`config.mk`:
```
export PLATFORM = sky130hd
export DESIGN_NAME = write_back
export DESIGN_NICKNAME = d
export VERILOG_FILES = /design/src/lsu_pkg.sv /design/src/write_back.sv
export VERILOG_INCLUDE_DIRS = /design/src /design/src/src
export SDC_FILE = /design/constraint.sdc
export NUM_CORES = 1
export LEC_CHECK = 0
export BUFFER_PORTS_ARGS = -buffer_cell sky130_fd_sc_hd__buf_2
export CELL_PAD_IN_SITES_DETAIL_PLACEMENT = 1
export CELL_PAD_IN_SITES_GLOBAL_PLACEMENT = 1
export CORE_MARGIN = 10
export CORE_UTILIZATION = 18
export DETAILED_ROUTE_END_ITERATION = 10
export PLACE_DENSITY_LB_ADDON = 0.25
export SETUP_SLACK_MARGIN = 0.1
export SYNTH_ARGS = -nofsm -noshare
export SYNTH_HDL_FRONTEND = slang
export SYNTH_SLANG_ARGS = --single-unit
```
`constraint.sdc`:
```
create_clock -name vclk -period 1.3
set_input_delay 0.065 -clock vclk [all_inputs]
set_output_delay 0.065 -clock vclk [all_outputs]
set_load 0.02 [all_outputs]
```
`src/lsu_params.svh`:
```
`ifndef LSU_PARAMS_SVH
`define LSU_PARAMS_SVH

// ==========================================================
// Widths of the load/store back end
// ==========================================================

// Data path and register file word.
`define DATA_WIDTH    32

// Byte address and program counter.
`define ADDR_WIDTH    32

// Register number, 32 architectural registers.
`define REG_WIDTH     5

// Word address bits of the data RAM.
`define RAM_ADDR_BITS 8

`endif

```
`src/lsu_pkg.sv`:
```
`default_nettype none

`include "lsu_params.svh"

package lsu_pkg;

    // ==========================================================
    // Data path types
    // ==========================================================

    typedef logic [`DATA_WIDTH-1:0]   data_t;
    typedef logic [`ADDR_WIDTH-1:0]   addr_t;
    typedef logic [`REG_WIDTH-1:0]    reg_num_t;
    typedef logic [`DATA_WIDTH/8-1:0] ram_be_t;     // One bit per byte lane.

    // Bit 2 marks a store, except for the ALU pass-through code.
    typedef enum logic [3:0] {
        OP_LD_B  = 4'b0000,
        OP_LD_H  = 4'b0001,
        OP_LD_W  = 4'b0010,
        OP_ST_B  = 4'b0100,
        OP_ST_H  = 4'b0101,
        OP_ST_W  = 4'b0110,
        OP_LD_BU = 4'b1000,
        OP_LD_HU = 4'b1001,
        OP_ALU   = 4'b1111
    } lsu_op_e;

    function automatic logic op_is_load(lsu_op_e op);
        logic hit;
        case (op)
            OP_LD_B, OP_LD_H, OP_LD_W, OP_LD_BU, OP_LD_HU: hit = 1'b1;
            default:                                      hit = 1'b0;
        endcase
        return hit;
    endfunction

    function automatic logic op_is_store(lsu_op_e op);
        return op[2] && (op != OP_ALU);
    endfunction

endpackage

`default_nettype wire

```
`src/write_back.sv`:
```
`timescale 1ns/1ps
`default_nettype none

module write_back (
    input  logic              wb_valid,
    input  lsu_pkg::addr_t    wb_pc,
    input  lsu_pkg::lsu_op_e  wb_op,
    input  lsu_pkg::reg_num_t wb_rd,
    input  lsu_pkg::data_t    wb_result,
    input  logic              wb_is_load,
    input  lsu_pkg::data_t    ram_rdata,
    output logic              rf_wen,
    output lsu_pkg::reg_num_t rf_wnum,
    output lsu_pkg::data_t    rf_wdata,
    output lsu_pkg::addr_t    trace_pc,
    output logic              trace_wen,
    output lsu_pkg::reg_num_t trace_wnum,
    output lsu_pkg::data_t    trace_wdata
);
    import lsu_pkg::*;

    data_t shifted;
    data_t load_value;

    // ==========================================================
    // Load alignment and extension
    // ==========================================================

    // The addressed byte is moved down to lane 0.
    always_comb begin
        case (wb_result[1:0])
            2'b00:   shifted = ram_rdata;
            2'b01:   shifted = {8'b0, ram_rdata[31:8]};
            2'b10:   shifted = {16'b0, ram_rdata[31:16]};
            default: shifted = {24'b0, ram_rdata[31:24]};
        endcase
    end

    always_comb begin
        case (wb_op)
            OP_LD_W:  load_value = shifted;
            OP_LD_B:  load_value = {{24{shifted[7]}}, shifted[7:0]};
            OP_LD_H:  load_value = {{16{shifted[15]}}, shifted[15:0]};
            OP_LD_BU: load_value = {24'b0, shifted[7:0]};
            OP_LD_HU: load_value = {16'b0, shifted[15:0]};
            default:  load_value = wb_result;
        endcase
    end

    // Stores leave the register file alone.
    assign rf_wen   = wb_valid && (wb_is_load || wb_op == OP_ALU);
    assign rf_wnum  = wb_rd;
    assign rf_wdata = wb_is_load ? load_value : wb_result;

    assign trace_pc    = wb_pc;
    assign trace_wen   = rf_wen;
    assign trace_wnum  = rf_wnum;
    assign trace_wdata = rf_wdata;

endmodule

`default_nettype wire
```
* Word-level counts from Yosys, hierarchy flattened
Index checks and enable logic that the tools add are counted.
** Storage, ports and cells
- Bits in registers :: 0
- Bits in latches :: 0
- Memory bits (writable) :: 0
- ROM bits :: 0
- Input bits :: 107
- Memories :: 0
** Operators by class
- $add $sub $neg :: 0
- $mul :: 0
- Div/mod/pow operators :: 0
- $lt $le $gt $ge :: 0
- Eq/ne operators :: 7
- Shift operators :: 0
- Muxes and demuxes :: 3
- Bitwise logic cells :: 0
- Reduce and logical (&&, ||, !) cells :: 4
** Operators by type and width (number)
- 32-bit case mux with 5 select lines :: 1
- 32-bit case mux with 3 select lines :: 1
- 32-bit two-way mux :: 1
- 4-bit equality test (second input constant) :: 3
- 4-bit by 1-bit equality test with 1-bit output (second input constant) :: 1
- 4-bit by 2-bit equality test with 1-bit output (second input constant) :: 1
- 4-bit zero test :: 1
- 2-bit by 1-bit equality test with 1-bit output (second input constant) :: 1
- 2-bit equality test (second input constant) :: 1
- 2-bit zero test :: 1
- 1-bit logical AND :: 1
- 1-bit logical OR :: 1

* Depth between registers and ports, before layout
- Depth in word-level cells :: 4
- Mapped depth :: 7
- Depth with buffers taken out :: 4

* Least setup slack after synthesis
OpenSTA, ideal clock, no wires.
- Path type :: input -> output
- Start point :: in wb_op[0]
- End point :: out trace_wdata[31]
- Data arrival time :: 1.502 ns
- Required time :: 1.235 ns
- Slack :: -0.267 ns
- Stages on the path :: 5
- Path buffers :: 1
- Cell sequence :: or3b_4 nor4_4 nand2_1 a21oi_1 buf_4
** Between the ends
- Word-level cells in the longest chain between the ends :: 3
** Ends and longest elaborated chain
- from (decl) :: line write_back.sv:7 : input lsu_pkg::lsu_op_e wb_op,
- 4-bit equality test (tied with other cells) :: line write_back.sv:40 : case (wb_op)
- 32-bit case mux with 5 select lines * :: line write_back.sv:40
- 32-bit two-way mux * :: line write_back.sv:53 : assign rf_wdata = wb_is_load ? load_value : wb_result;
- to (decl) :: line write_back.sv:18 : output lsu_pkg::data_t trace_wdata
Mark *: on every way between the ends. The rest lies on a longest branch, timed or not.

* Worst setup path in the final report
- Start point :: in wb_result[1]
- End point :: out trace_wdata[29]
** Between the ends
- Word-level cells in the longest chain between the ends :: 4
** Ends and longest elaborated chain
- from (decl) :: line write_back.sv:9 : input lsu_pkg::data_t wb_result,
- 2-bit equality test (tied with other cells) :: line write_back.sv:31 : case (wb_result[1:0])
- 32-bit case mux with 3 select lines * :: line write_back.sv:31
- 32-bit case mux with 5 select lines * :: line write_back.sv:40
- 32-bit two-way mux * :: line write_back.sv:53
Marked as above.

==> impl_metrics.yaml <==
run_status:
  status: "finished, violations left"
  violations: "negative setup slack"
placement:
  hpwl_mm: 6.75
  io_buffers: 136
  dp_slack_ns: -0.282
  gp_routability_congestion: 0.757
yosys:
  seq_area_frac_synth_pct: 0
  synth-simple-area-share_pct: 23.1
  synth_top_cell_by_area: "buf_4"
  yosysWarnings: 0
  yosysMostFrequentCell: "buf_4"
  synth_top_family_by_area: "buffers and inverters"
  synth_compound_area_share_pct: 23.2
  yosysTopAreaCellShare_pct: 34.4
  synth_adder_area_share_pct: 0
  ys_top_cells_by_area: "buf_4 (34%), nand2_1 (6.7%), a21oi_2 (5.7%)"
  synth_commonest_cells: "buf_4 (77), nand2_1 (30), nor2_1 (16), a21oi_1 (12), a21oi_2 (11)"
  syn-cell-area_mm2: 0.00168
  avgSynthCellArea_um2: 7.06
  syn-num-nets: 345
  synthXorXnorAreaFrac_pct: 0.522
  synth_cell_types: 40
  synth_mux_area_share_pct: 14.5
  synth_cells: 238
timing:
  finalHoldViolations: 0
  period_share_pct: 120
  max_freq_mhz: 640
  drv_slew: 0
  fin_ws_ns: -0.262
  rsz0062_at_grt: "yes"
  setup_viol: 62
  hold_ws_ns: 0.130
  layout_min_cycle_time_ns: 1.56
  relSlewSlack_pct: 80.6
  tightest_slew_ns: 0.291
power_and_ir_drop:
  powerDensity_mw_per_mm2: 455
  leakagePower_nw: 1.34
  combPwrFrac_pct: 100.0
  max-vdd-ir-drop_mv: 0.150
  intPower_mw: 0.659
  clkPwrFrac_pct: 0
  p_sw_share_pct: 50.3
  switchingPower_mw: 0.666
  power_frac_seq_pct: 0
die:
  die_area_mm2: 0.0136
  rows: 35
  ios: 215
  core_mm2: 0.00915
  die_h_um: 117
  fp.dieW_um: 117
  initial_utilization_pct: 18.3
hold_path:
  holdCritStartpoint: "wb_pc[23]"
  whs_path_depth: 0
  hold_class: "input port to output pin"
  min_to: "trace_pc[23]"
setup_path:
  critPathCaptureType: "output pin"
  worstSetupPathType: "input port to output pin"
  max_stage_delay_ns: 0.35
  path_cells: "buf_8 -> mux2_4 -> or3_4 -> a31oi_4 -> buf_12 -> a21oi_4 -> buf_2"
  critPathArrivalTime_ns: 1.50
  cp.buffers_inverters: 3
  slowest_stage: "or3_4"
  critPathLaunchType: "input port"
  worst_ep_required_time_ns: 1.24
  crit_family: "buffers and inverters"
  critical_path.max_fanout: 16
detailed_routing:
  post_drt_wl_per_cell_um: 18.7
  first_pass_iters: 4
  antenna_left: 0
  dr.first_iter.drc_count: 35
  dr_total_vias: 1869
  remaining_drc_errors: 0
  drt_wl_total_mm: 8.12
  avgViaCountPerCell: 4.30
final_layout:
  fin_util_pct: 31.8
  area.sequential_um2: 0
  fin_nets: 433
  fill_cells: 1105
  layout-drive-gt1-share_pct: 72.8
  seq_cells: 0
  clkbuf_count: 0
  n_antenna_cell: 0
  area_delta_synth_final_pct: 73.5
grt:
  grt_max_degree: 29
  track_usage_pct: 10.3
  grt_pass1_vias: 2043
  grt_pass1_wl_mm: 11.3
  grt-ovfl-total: 0
  antenna_found_initial: 0
flow_run:
  maxCapViolations: 0
[area by class of cell]
class / count / area (µm²) / share of cell area, %
multi-input combinational: 148 / 1310 / 45.0
tap: 111 / 139 / 4.77
inverter: 2 / 7.51 / 0.258
timing repair buffer: 174 / 1460 / 49.9
[worst max path at each step]
stage	end	slack (ns)	cells past startpoint	from
floorplan	trace_wdata[24]	-0.22	6	wb_result[1]
global placement	trace_wdata[27]	-0.29	7	wb_op[1]
detailed placement	trace_wdata[18]	-0.28	7	wb_result[1]
CTS	trace_wdata[18]	-0.28	7	wb_result[1]
global route	rf_wdata[31]	-0.31	7	wb_result[1]
finish	trace_wdata[29]	-0.26	7	wb_result[1]
[placed cells by master, fill, tap and decap left out, types with 4 or more instances in the layout]
| cell | netlist | layout |
|---|---|---|
| buf_2 | 6 | 74 |
| buf_6 | 2 | 63 |
| buf_4 | 77 | 29 |
| nand2_1 | 30 | 17 |
| nor2_1 | 16 | 16 |
| a21oi_4 | 0 | 11 |
| nand2_4 | 0 | 8 |
| nor2b_1 | 9 | 8 |
| mux2_4 | 1 | 7 |
| a21oi_2 | 11 | 6 |
| a21oi_1 | 12 | 6 |
| nand2_2 | 0 | 5 |
| mux2i_1 | 7 | 5 |
| o2bb2ai_1 | 5 | 5 |
| a22oi_1 | 6 | 5 |
| buf_12 | 0 | 5 |
| nand2b_1 | 5 | 4 |
| mux2_1 | 7 | 4 |
| mux2_2 | 7 | 4 |
| a211oi_1 | 5 | 4 |
[cells by family (layout without fill, tap and decap cells)]
group                     after synthesis  after routing
and+or+nand+nor                        72             72
AOI/OAI and AO/OA                      53             53
xor gates and xnor gates                1              1
buffers and inverters                  90            176
muxes                                  22             22
[layer usage]
metal / global-route usage [%] / vias up / part of all wire (%)
li1: - / 914 / -
met1: 12.2 / 856 / 37
met2: 18.9 / 82 / 51
met3: 2.11 / 17 / 9.8
met4: 2.06 / 0 / 1.9
met5: 0 / - / 0
[stage by stage]
stage	total power [mW]	TNS, ns	cell area [µm²]	cells
floorplan	0.927	-5.67	1890	238
global placement	1.03	-14.57	2280	427
detailed placement	1.03	-14.82	2280	427
CTS	1.19	-14.05	2590	431
global route	1.42	-15.46	2910	435
finish	1.32	-13.10	2910	435
[power by group through the flow]
stage	Clock [mW]	Sequential (mW)	Combinational (mW)
5_1_grt	0	0	1.42
2_1_floorplan	0	0	0.927
3_5_place_dp	0	0	1.03
6_report	0	0	1.32
3_3_place_gp	0	0	1.03
4_1_cts	0	0	1.19
[repair_timing]
item | 4_1_cts | 5_1_grt
resized for setup | 76 | 84
hold buffers | 0 | 0
cloned | 1 | 0
setup buffers | 4 | 4
endpoints found under the hold margin | 0 | 0
setup endpoints to repair | 64 | 64
pin swaps | 5 | 19
No activity file was read; power rests on OpenSTA's default activity.
