==> src/lsu_params.svh <==
`ifndef LSU_PARAMS_SVH
`define LSU_PARAMS_SVH

// ==========================================================
// Widths of the load/store back end
// ==========================================================

// Data path and register file word.
`define DATA_WIDTH    32

// Byte address and program counter.
`define ADDR_WIDTH    32

// Register number, 32 architectural registers.
`define REG_WIDTH     5

// Word address bits of the data RAM.
`define RAM_ADDR_BITS 8

`endif

==> src/lsu_pkg.sv <==
`default_nettype none

`include "lsu_params.svh"

package lsu_pkg;

    // ==========================================================
    // Data path types
    // ==========================================================

    typedef logic [`DATA_WIDTH-1:0]   data_t;
    typedef logic [`ADDR_WIDTH-1:0]   addr_t;
    typedef logic [`REG_WIDTH-1:0]    reg_num_t;
    typedef logic [`DATA_WIDTH/8-1:0] ram_be_t;     // One bit per byte lane.

    // Bit 2 marks a store, except for the ALU pass-through code.
    typedef enum logic [3:0] {
        OP_LD_B  = 4'b0000,
        OP_LD_H  = 4'b0001,
        OP_LD_W  = 4'b0010,
        OP_ST_B  = 4'b0100,
        OP_ST_H  = 4'b0101,
        OP_ST_W  = 4'b0110,
        OP_LD_BU = 4'b1000,
        OP_LD_HU = 4'b1001,
        OP_ALU   = 4'b1111
    } lsu_op_e;

    function automatic logic op_is_load(lsu_op_e op);
        logic hit;
        case (op)
            OP_LD_B, OP_LD_H, OP_LD_W, OP_LD_BU, OP_LD_HU: hit = 1'b1;
            default:                                      hit = 1'b0;
        endcase
        return hit;
    endfunction

    function automatic logic op_is_store(lsu_op_e op);
        return op[2] && (op != OP_ALU);
    endfunction

endpackage

`default_nettype wire

==> src/mem_stage.sv <==
`timescale 1ns/1ps
`default_nettype none

`include "lsu_params.svh"

module mem_stage (
    input  logic                      clk,
    input  logic                      rst,
    input  logic                      in_valid,
    input  lsu_pkg::addr_t            in_pc,
    input  lsu_pkg::lsu_op_e          in_op,
    input  lsu_pkg::reg_num_t         in_rd,
    input  lsu_pkg::data_t            in_result,
    input  lsu_pkg::data_t            in_store_data,
    output logic                      ram_en,
    output lsu_pkg::ram_be_t          ram_we,
    output logic [`RAM_ADDR_BITS-1:0] ram_addr,
    output lsu_pkg::data_t            ram_wdata,
    output logic                      wb_valid,
    output lsu_pkg::addr_t            wb_pc,
    output lsu_pkg::lsu_op_e          wb_op,
    output lsu_pkg::reg_num_t         wb_rd,
    output lsu_pkg::data_t            wb_result,
    output logic                      wb_is_load
);
    import lsu_pkg::*;

    logic    is_load;
    logic    is_store;
    ram_be_t lane_be;
    data_t   lane_data;

    // ==========================================================
    // RAM request, presented in the cycle before the edge
    // ==========================================================

    assign is_load  = in_valid && op_is_load(in_op);
    assign is_store = in_valid && op_is_store(in_op);

    // Store data is copied into every lane so the byte enables pick the right one.
    always_comb begin
        case (in_op)
            OP_ST_B: begin
                lane_be   = 4'b0001 << in_result[1:0];
                lane_data = {4{in_store_data[7:0]}};
            end
            OP_ST_H: begin
                lane_be   = in_result[1] ? 4'b1100 : 4'b0011;
                lane_data = {2{in_store_data[15:0]}};
            end
            default: begin
                lane_be   = 4'b1111;
                lane_data = in_store_data;
            end
        endcase
    end

    assign ram_en    = is_load || is_store;
    assign ram_we    = is_store ? lane_be : '0;
    assign ram_addr  = in_result[`RAM_ADDR_BITS+1:2];    // Word address drops the byte offset.
    assign ram_wdata = lane_data;

    // ==========================================================
    // Write-back register
    // ==========================================================

    always_ff @(posedge clk) begin
        if (rst) begin
            wb_valid <= 1'b0;
        end else begin
            wb_valid <= in_valid;
        end
    end

    always_ff @(posedge clk) begin
        if (in_valid) begin
            wb_pc      <= in_pc;
            wb_op      <= in_op;
            wb_rd      <= in_rd;
            wb_result  <= in_result;                     // Offset bits steer the load shift.
            wb_is_load <= is_load;
        end
    end

    a_st_h_aligned: assert property (@(posedge clk) disable iff (rst)
        (in_valid && in_op == OP_ST_H) |-> !in_result[0])
        else $error("mem_stage: misaligned ST.H at 0x%08h", in_result);

    a_st_w_aligned: assert property (@(posedge clk) disable iff (rst)
        (in_valid && in_op == OP_ST_W) |-> (in_result[1:0] == 2'b00))
        else $error("mem_stage: misaligned ST.W at 0x%08h", in_result);

endmodule

`default_nettype wire

==> config.mk <==
export PLATFORM = sky130hd
export DESIGN_NAME = mem_stage
export DESIGN_NICKNAME = d
export VERILOG_FILES = /design/src/lsu_pkg.sv /design/src/mem_stage.sv
export VERILOG_INCLUDE_DIRS = /design/src /design/src/src
export SDC_FILE = /design/constraint.sdc
export NUM_CORES = 1
export LEC_CHECK = 0
export BUFFER_PORTS_ARGS = -buffer_cell sky130_fd_sc_hd__buf_4
export CAP_MARGIN = 20
export CORE_AREA = 2 2 88 90
export CTS_CLUSTER_DIAMETER = 150
export CTS_CLUSTER_SIZE = 30
export DETAILED_ROUTE_END_ITERATION = 8
export DIE_AREA = 0 0 90 92
export PLACE_DENSITY = 0.86
export SETUP_SLACK_MARGIN = 0.05
export SLEW_MARGIN = 25
export SYNTH_ARGS = -nofsm -noshare
export SYNTH_HDL_FRONTEND = slang
export SYNTH_SLANG_ARGS = --single-unit
==> constraint.sdc <==
create_clock -name clk -period 1.65 [get_ports clk]
set_clock_uncertainty 0.15 [all_clocks]
set_input_delay 0.165 -clock clk [delete_from_list [all_inputs] [get_ports clk]]
set_output_delay 0.165 -clock clk [all_outputs]
set_load 0.01 [all_outputs]
* Yosys cells after proc, flatten, opt, wreduce, memory -nomap -nowiden
Index checks and enable logic that the tools add are counted.
Operators by class: eq/ne operators 7, shifts and indexed selects 1, multiplexer cells 5, reduce and logical (&&, ||, !) cells 6
Operators by type and width (count):
- $pmux 32 s2 | 1
- $eq 4x3->1 const B | 2
- $eq 4x4->1 const B | 2
- $mux 4 | 2
- $pmux 4 s2 | 1
- $reduce_or 5->1 | 1
- $eq 4x1->1 const B | 1
- $eq 4x2->1 const B | 1
- $logic_not 4->1 | 1
- $ne 4x4->1 const B | 1
- $shl 1x2->4 const A | 1
- $logic_and 1x1->1 | 3
- $logic_or 1x1->1 | 1
- $mux 1 | 1
Storage, ports and cells: register bits after elaboration 75, input port bits 108, output and inout bits 120, logic and storage cells 25

* Longest topological paths before layout
depth after elaboration 5, gate-level depth with buffers 5, depth with buffers taken out 3

* Worst setup path after synthesis
OpenSTA, ideal clock, no wires.
path kind input port to output port, start point in in_op[1], end point out ram_wdata[10], data arrival time 984 ps, required time 1335 ps, path slack 351 ps, stages on the path 4, path buffers 1, cells stage by stage nor3b_2 > nor2b_4 > buf_6 > mux2_1
On the way: word-level cells in the longest chain between the ends 2, elaborated cells on any way between the ends 3, those cells by class 2 x eq/ne; 1 x mux
RTL lines:
- from (decl) | RTL line mem_stage.sv:11 | input lsu_pkg::lsu_op_e in_op,
- $eq 4x3->1 | RTL line mem_stage.sv:42 | case (in_op)
- $pmux 32 s2 * | RTL line mem_stage.sv:42
- to (decl) | RTL line mem_stage.sv:18 | output lsu_pkg::data_t ram_wdata,
Every way passes the cells marked *; elsewhere a longest branch is shown, timed or not.

* Final worst setup path
start point in in_op[3], end point out ram_wdata[10]
The elaborated chain is that of the path after synthesis.

==> results.txt <==
----------------------------------------------------
[Route]
  Initial drt markers ... 140
  Number of vias per cell ... 4.642
  Final wirelength ... 10310 µm
  Pre-antenna DRT Iters ... 4
  Via count ... 2590
  Residual antenna-violating net count after detailed routing ... 0
  Drc violations ... 0
  Routed length per instance ... 18.48 µm

[Setup path]
  Highest net fanout along the worst path ... 8
  Critical path launch point type ... primary input
  Required time worst endpoint ... 1.33 ns
  Signal arrival time at the worst endpoint ... 1.29 ns
  Category of the worst setup path capture point ... output port
  WS Path Type ... in2out

[Global route]
  Pin count of the biggest net entering global routing ... 46
  Number of antenna violations at the first check in global routing ... 0
  Number of global-route vias before repair ... 2661
  GRT overflow ... 0
  Wire length of the first global-routing pass ... 15010 µm
  GRT Util Overall ... 24.24%

[Layout]
  Fraction of final layout cells with drive strength greater than 1 ... 58.77%
  Top library cells by usage in the layout, fill and taps aside ... buf_4, dlygate4sd3_1, edfxtp_1
  Layout Area Growth over Synthesis ... 97.02%
  Multi-input logic area ... 476.7 µm²
  Flip-flop and latch area ... 2242 µm²
  # nets final ... 559
  Most frequent standard cell in the layout excluding fill and tap cells ... buf_4
  Filler Cells Inserted ... 478
  Number of antenna cells inserted ... 0
  Post-layout util ... 75.44%

[Synthesis]
  Number of library cell types mapped by synthesis ... 19
  Number of register bits inferred by synthesis ... 75
  Netlist area before placement ... 2851 µm²
  Yosys warns ... 0
  Sequential fraction of the synthesis area ... 78.63%
  Synthesized area per cell ... 18.52 µm²
  Synthesized instance count ... 154
  Synth Net Count ... 262

[STA]
  Shortest clock period the worst path allows after layout ... 1.605 ns
  Final hold violation count ... 0
  Fin crit share ... 97.30%
  Pin slew with the least headroom to its limit ... 0.2769 ns
  Highest clock rate ... 622.9 MHz
  Unrepaired setup endpoints after global routing ... yes
  Slew HR ... 81.54%
  Final Max Tran Viols ... 0
  Setup Viol. Count Final ... 0

[CTS]
  Maximum buffer depth of the clock tree ... 2
  Sink Count ... 75
  CTS tree ... done
  Clock transition at path regs ... 0.08 ns
  Total number of H-tree levels ... 3
  Root Driver ... clkbuf_8
  Clock buffers created by TritonCTS ... 9

[Placement]
  GPL Wtd Cong ... 0.7281
  Number of port buffers ... 227
  Placed wire-length estimate after detailed placement ... 6456 µm

[Power]
  Fraction of power spent switching nets ... 24.14%
  Internal Power ... 3.572 mW
  P_sw ... 1.137 mW
  Power per Cell Area ... 838.2 nW/µm²
  Part of the power in combinational logic ... 21.5%
  Clock share of power ... 29.4%
  Leakage power total ... 2.496 nW
  Seq pwr share ... 49.1%
  Total chip power ... 4.709 mW
  Worst VDD drop ... 0.5023 mV

[Floorplanning]
  Core area ... 7447 µm²
  Vertical die dimension ... 92 µm
  Full die area ... 8280 µm²
  Initial cell density of the core ... 38.29%
  Core Rows ... 32
  Floorplan die width ... 90 µm
  Top-level I/O count ... 228

[Hold path]
  Worst hold path stage count ... 1
  WHS Endpoint ... wb_rd[3]
  Hold_sp ... in_valid
  Path class of the lowest-slack min-delay path ... in2reg

[Run status]
  Run status ... complete, no violations

[Flow run]
  Max-capacitance violation count ... 0

----------------------------------------------------
## worst max path at each step
| stage | startpoint | end | slack, ns | cells past startpoint |
|---|---|---|---|---|
| finish | in_op[3] | ram_wdata[10] | 0.04 | 6 |
| global route | in_op[3] | ram_wdata[10] | 0.01 | 6 |
| CTS | in_op[1] | ram_wdata[10] | 0.01 | 6 |
| detailed placement | in_op[1] | ram_wdata[11] | -0.03 | 5 |
| global placement | in_op[1] | ram_wdata[13] | 0.05 | 5 |
| floorplan | in_op[1] | ram_wdata[10] | 0.35 | 4 |
## cells in the mapped netlist (all sizes together)
| master | number | area share, % |
|---|---|---|
| nor2 | 8 | 1.1 |
| a21oi | 12 | 2.1 |
| dfxtp | 1 | 0.70 |
| nand3 | 2 | 0.35 |
| edfxtp | 74 | 78 |
| a31o | 1 | 0.31 |
| o21ai | 3 | 0.53 |
| buf | 22 | 5.8 |
| nor2b | 2 | 0.70 |
| mux2 | 16 | 6.3 |
| inv | 1 | 0.13 |
| and3b | 1 | 0.31 |
| mux2i | 8 | 2.8 |
| o21bai | 2 | 0.53 |
| nor3b | 1 | 0.44 |
## worst max-delay path, stage by stage
cell	delay [ns]
buf_8	0.10
nor3b_4	0.24
nor2b_4	0.20
buf_12	0.15
mux2_4	0.31
buf_6	0.12
## layer usage
metal	part of all wire, %	routed length (µm)	vias up	track usage (%)
met5	0	0	-	0
met1	34	3485	1225	25.93
met3	9.7	1000	25	8.546
met4	3.4	351	0	9.359
li1	-	-	1165	-
met2	53	5474	175	43.92
## power groups by stage
stage	clock network, mW	logic [mW]	registers (mW)
final	1.38	1.01	2.31
after global routing	1.48	1.06	2.33
after CTS	1.40	0.972	2.30
after detailed placement	0	0.813	2.35
after global placement	0	0.791	2.34
after floorplan	0	0.158	2.42
## layout make-up
type | instances | share of cell area, %
clock buffer | 10 | 2.272
clock inverter | 6 | 1.158
inverter | 1 | 0.06682
multi-input combinational | 56 | 8.486
sequential | 75 | 39.91
tap | 102 | 2.272
timing repair buffer | 308 | 45.84
## stage by stage
step	hold WS [ns]	worst slack [ns]	instances	TNS (ns)	area (µm²)
finish	0.01941	0.04451	558	0	5618
global route	0.01966	0.01084	558	0	5618
CTS	0.006048	0.01372	557	0	5543
detailed placement	0.1736	-0.02754	466	-0.2236	4568
global placement	0.1704	0.04730	466	0	4568
floorplan	0.08661	0.3506	154	0	2851
## logic make-up after synthesis
kind of cell | after synthesis | share of synthesized area [%]
compound gates | 18 | 3.466
buf+inv | 23 | 5.923
flops | 75 | 78.63
mux | 24 | 9.127
simple gates | 14 | 2.852
## what timing repair did
item | in CTS | in global routing
endpoints found under the setup margin | 16 | 16
setup buffers | 1 | 1
pin swaps | 0 | 1
gates resized for setup | 5 | 18
hold buffers | 74 | 0
endpoints found under the hold margin | 74 | 0
## sequential cells by signal, summed over array words and instances (netlist names)
signal,flops
wb_rd,5
wb_result,32
wb_is_load,1
wb_pc,32
wb_op,4
wb_valid,1
No activity file was read; power rests on OpenSTA's default activity.
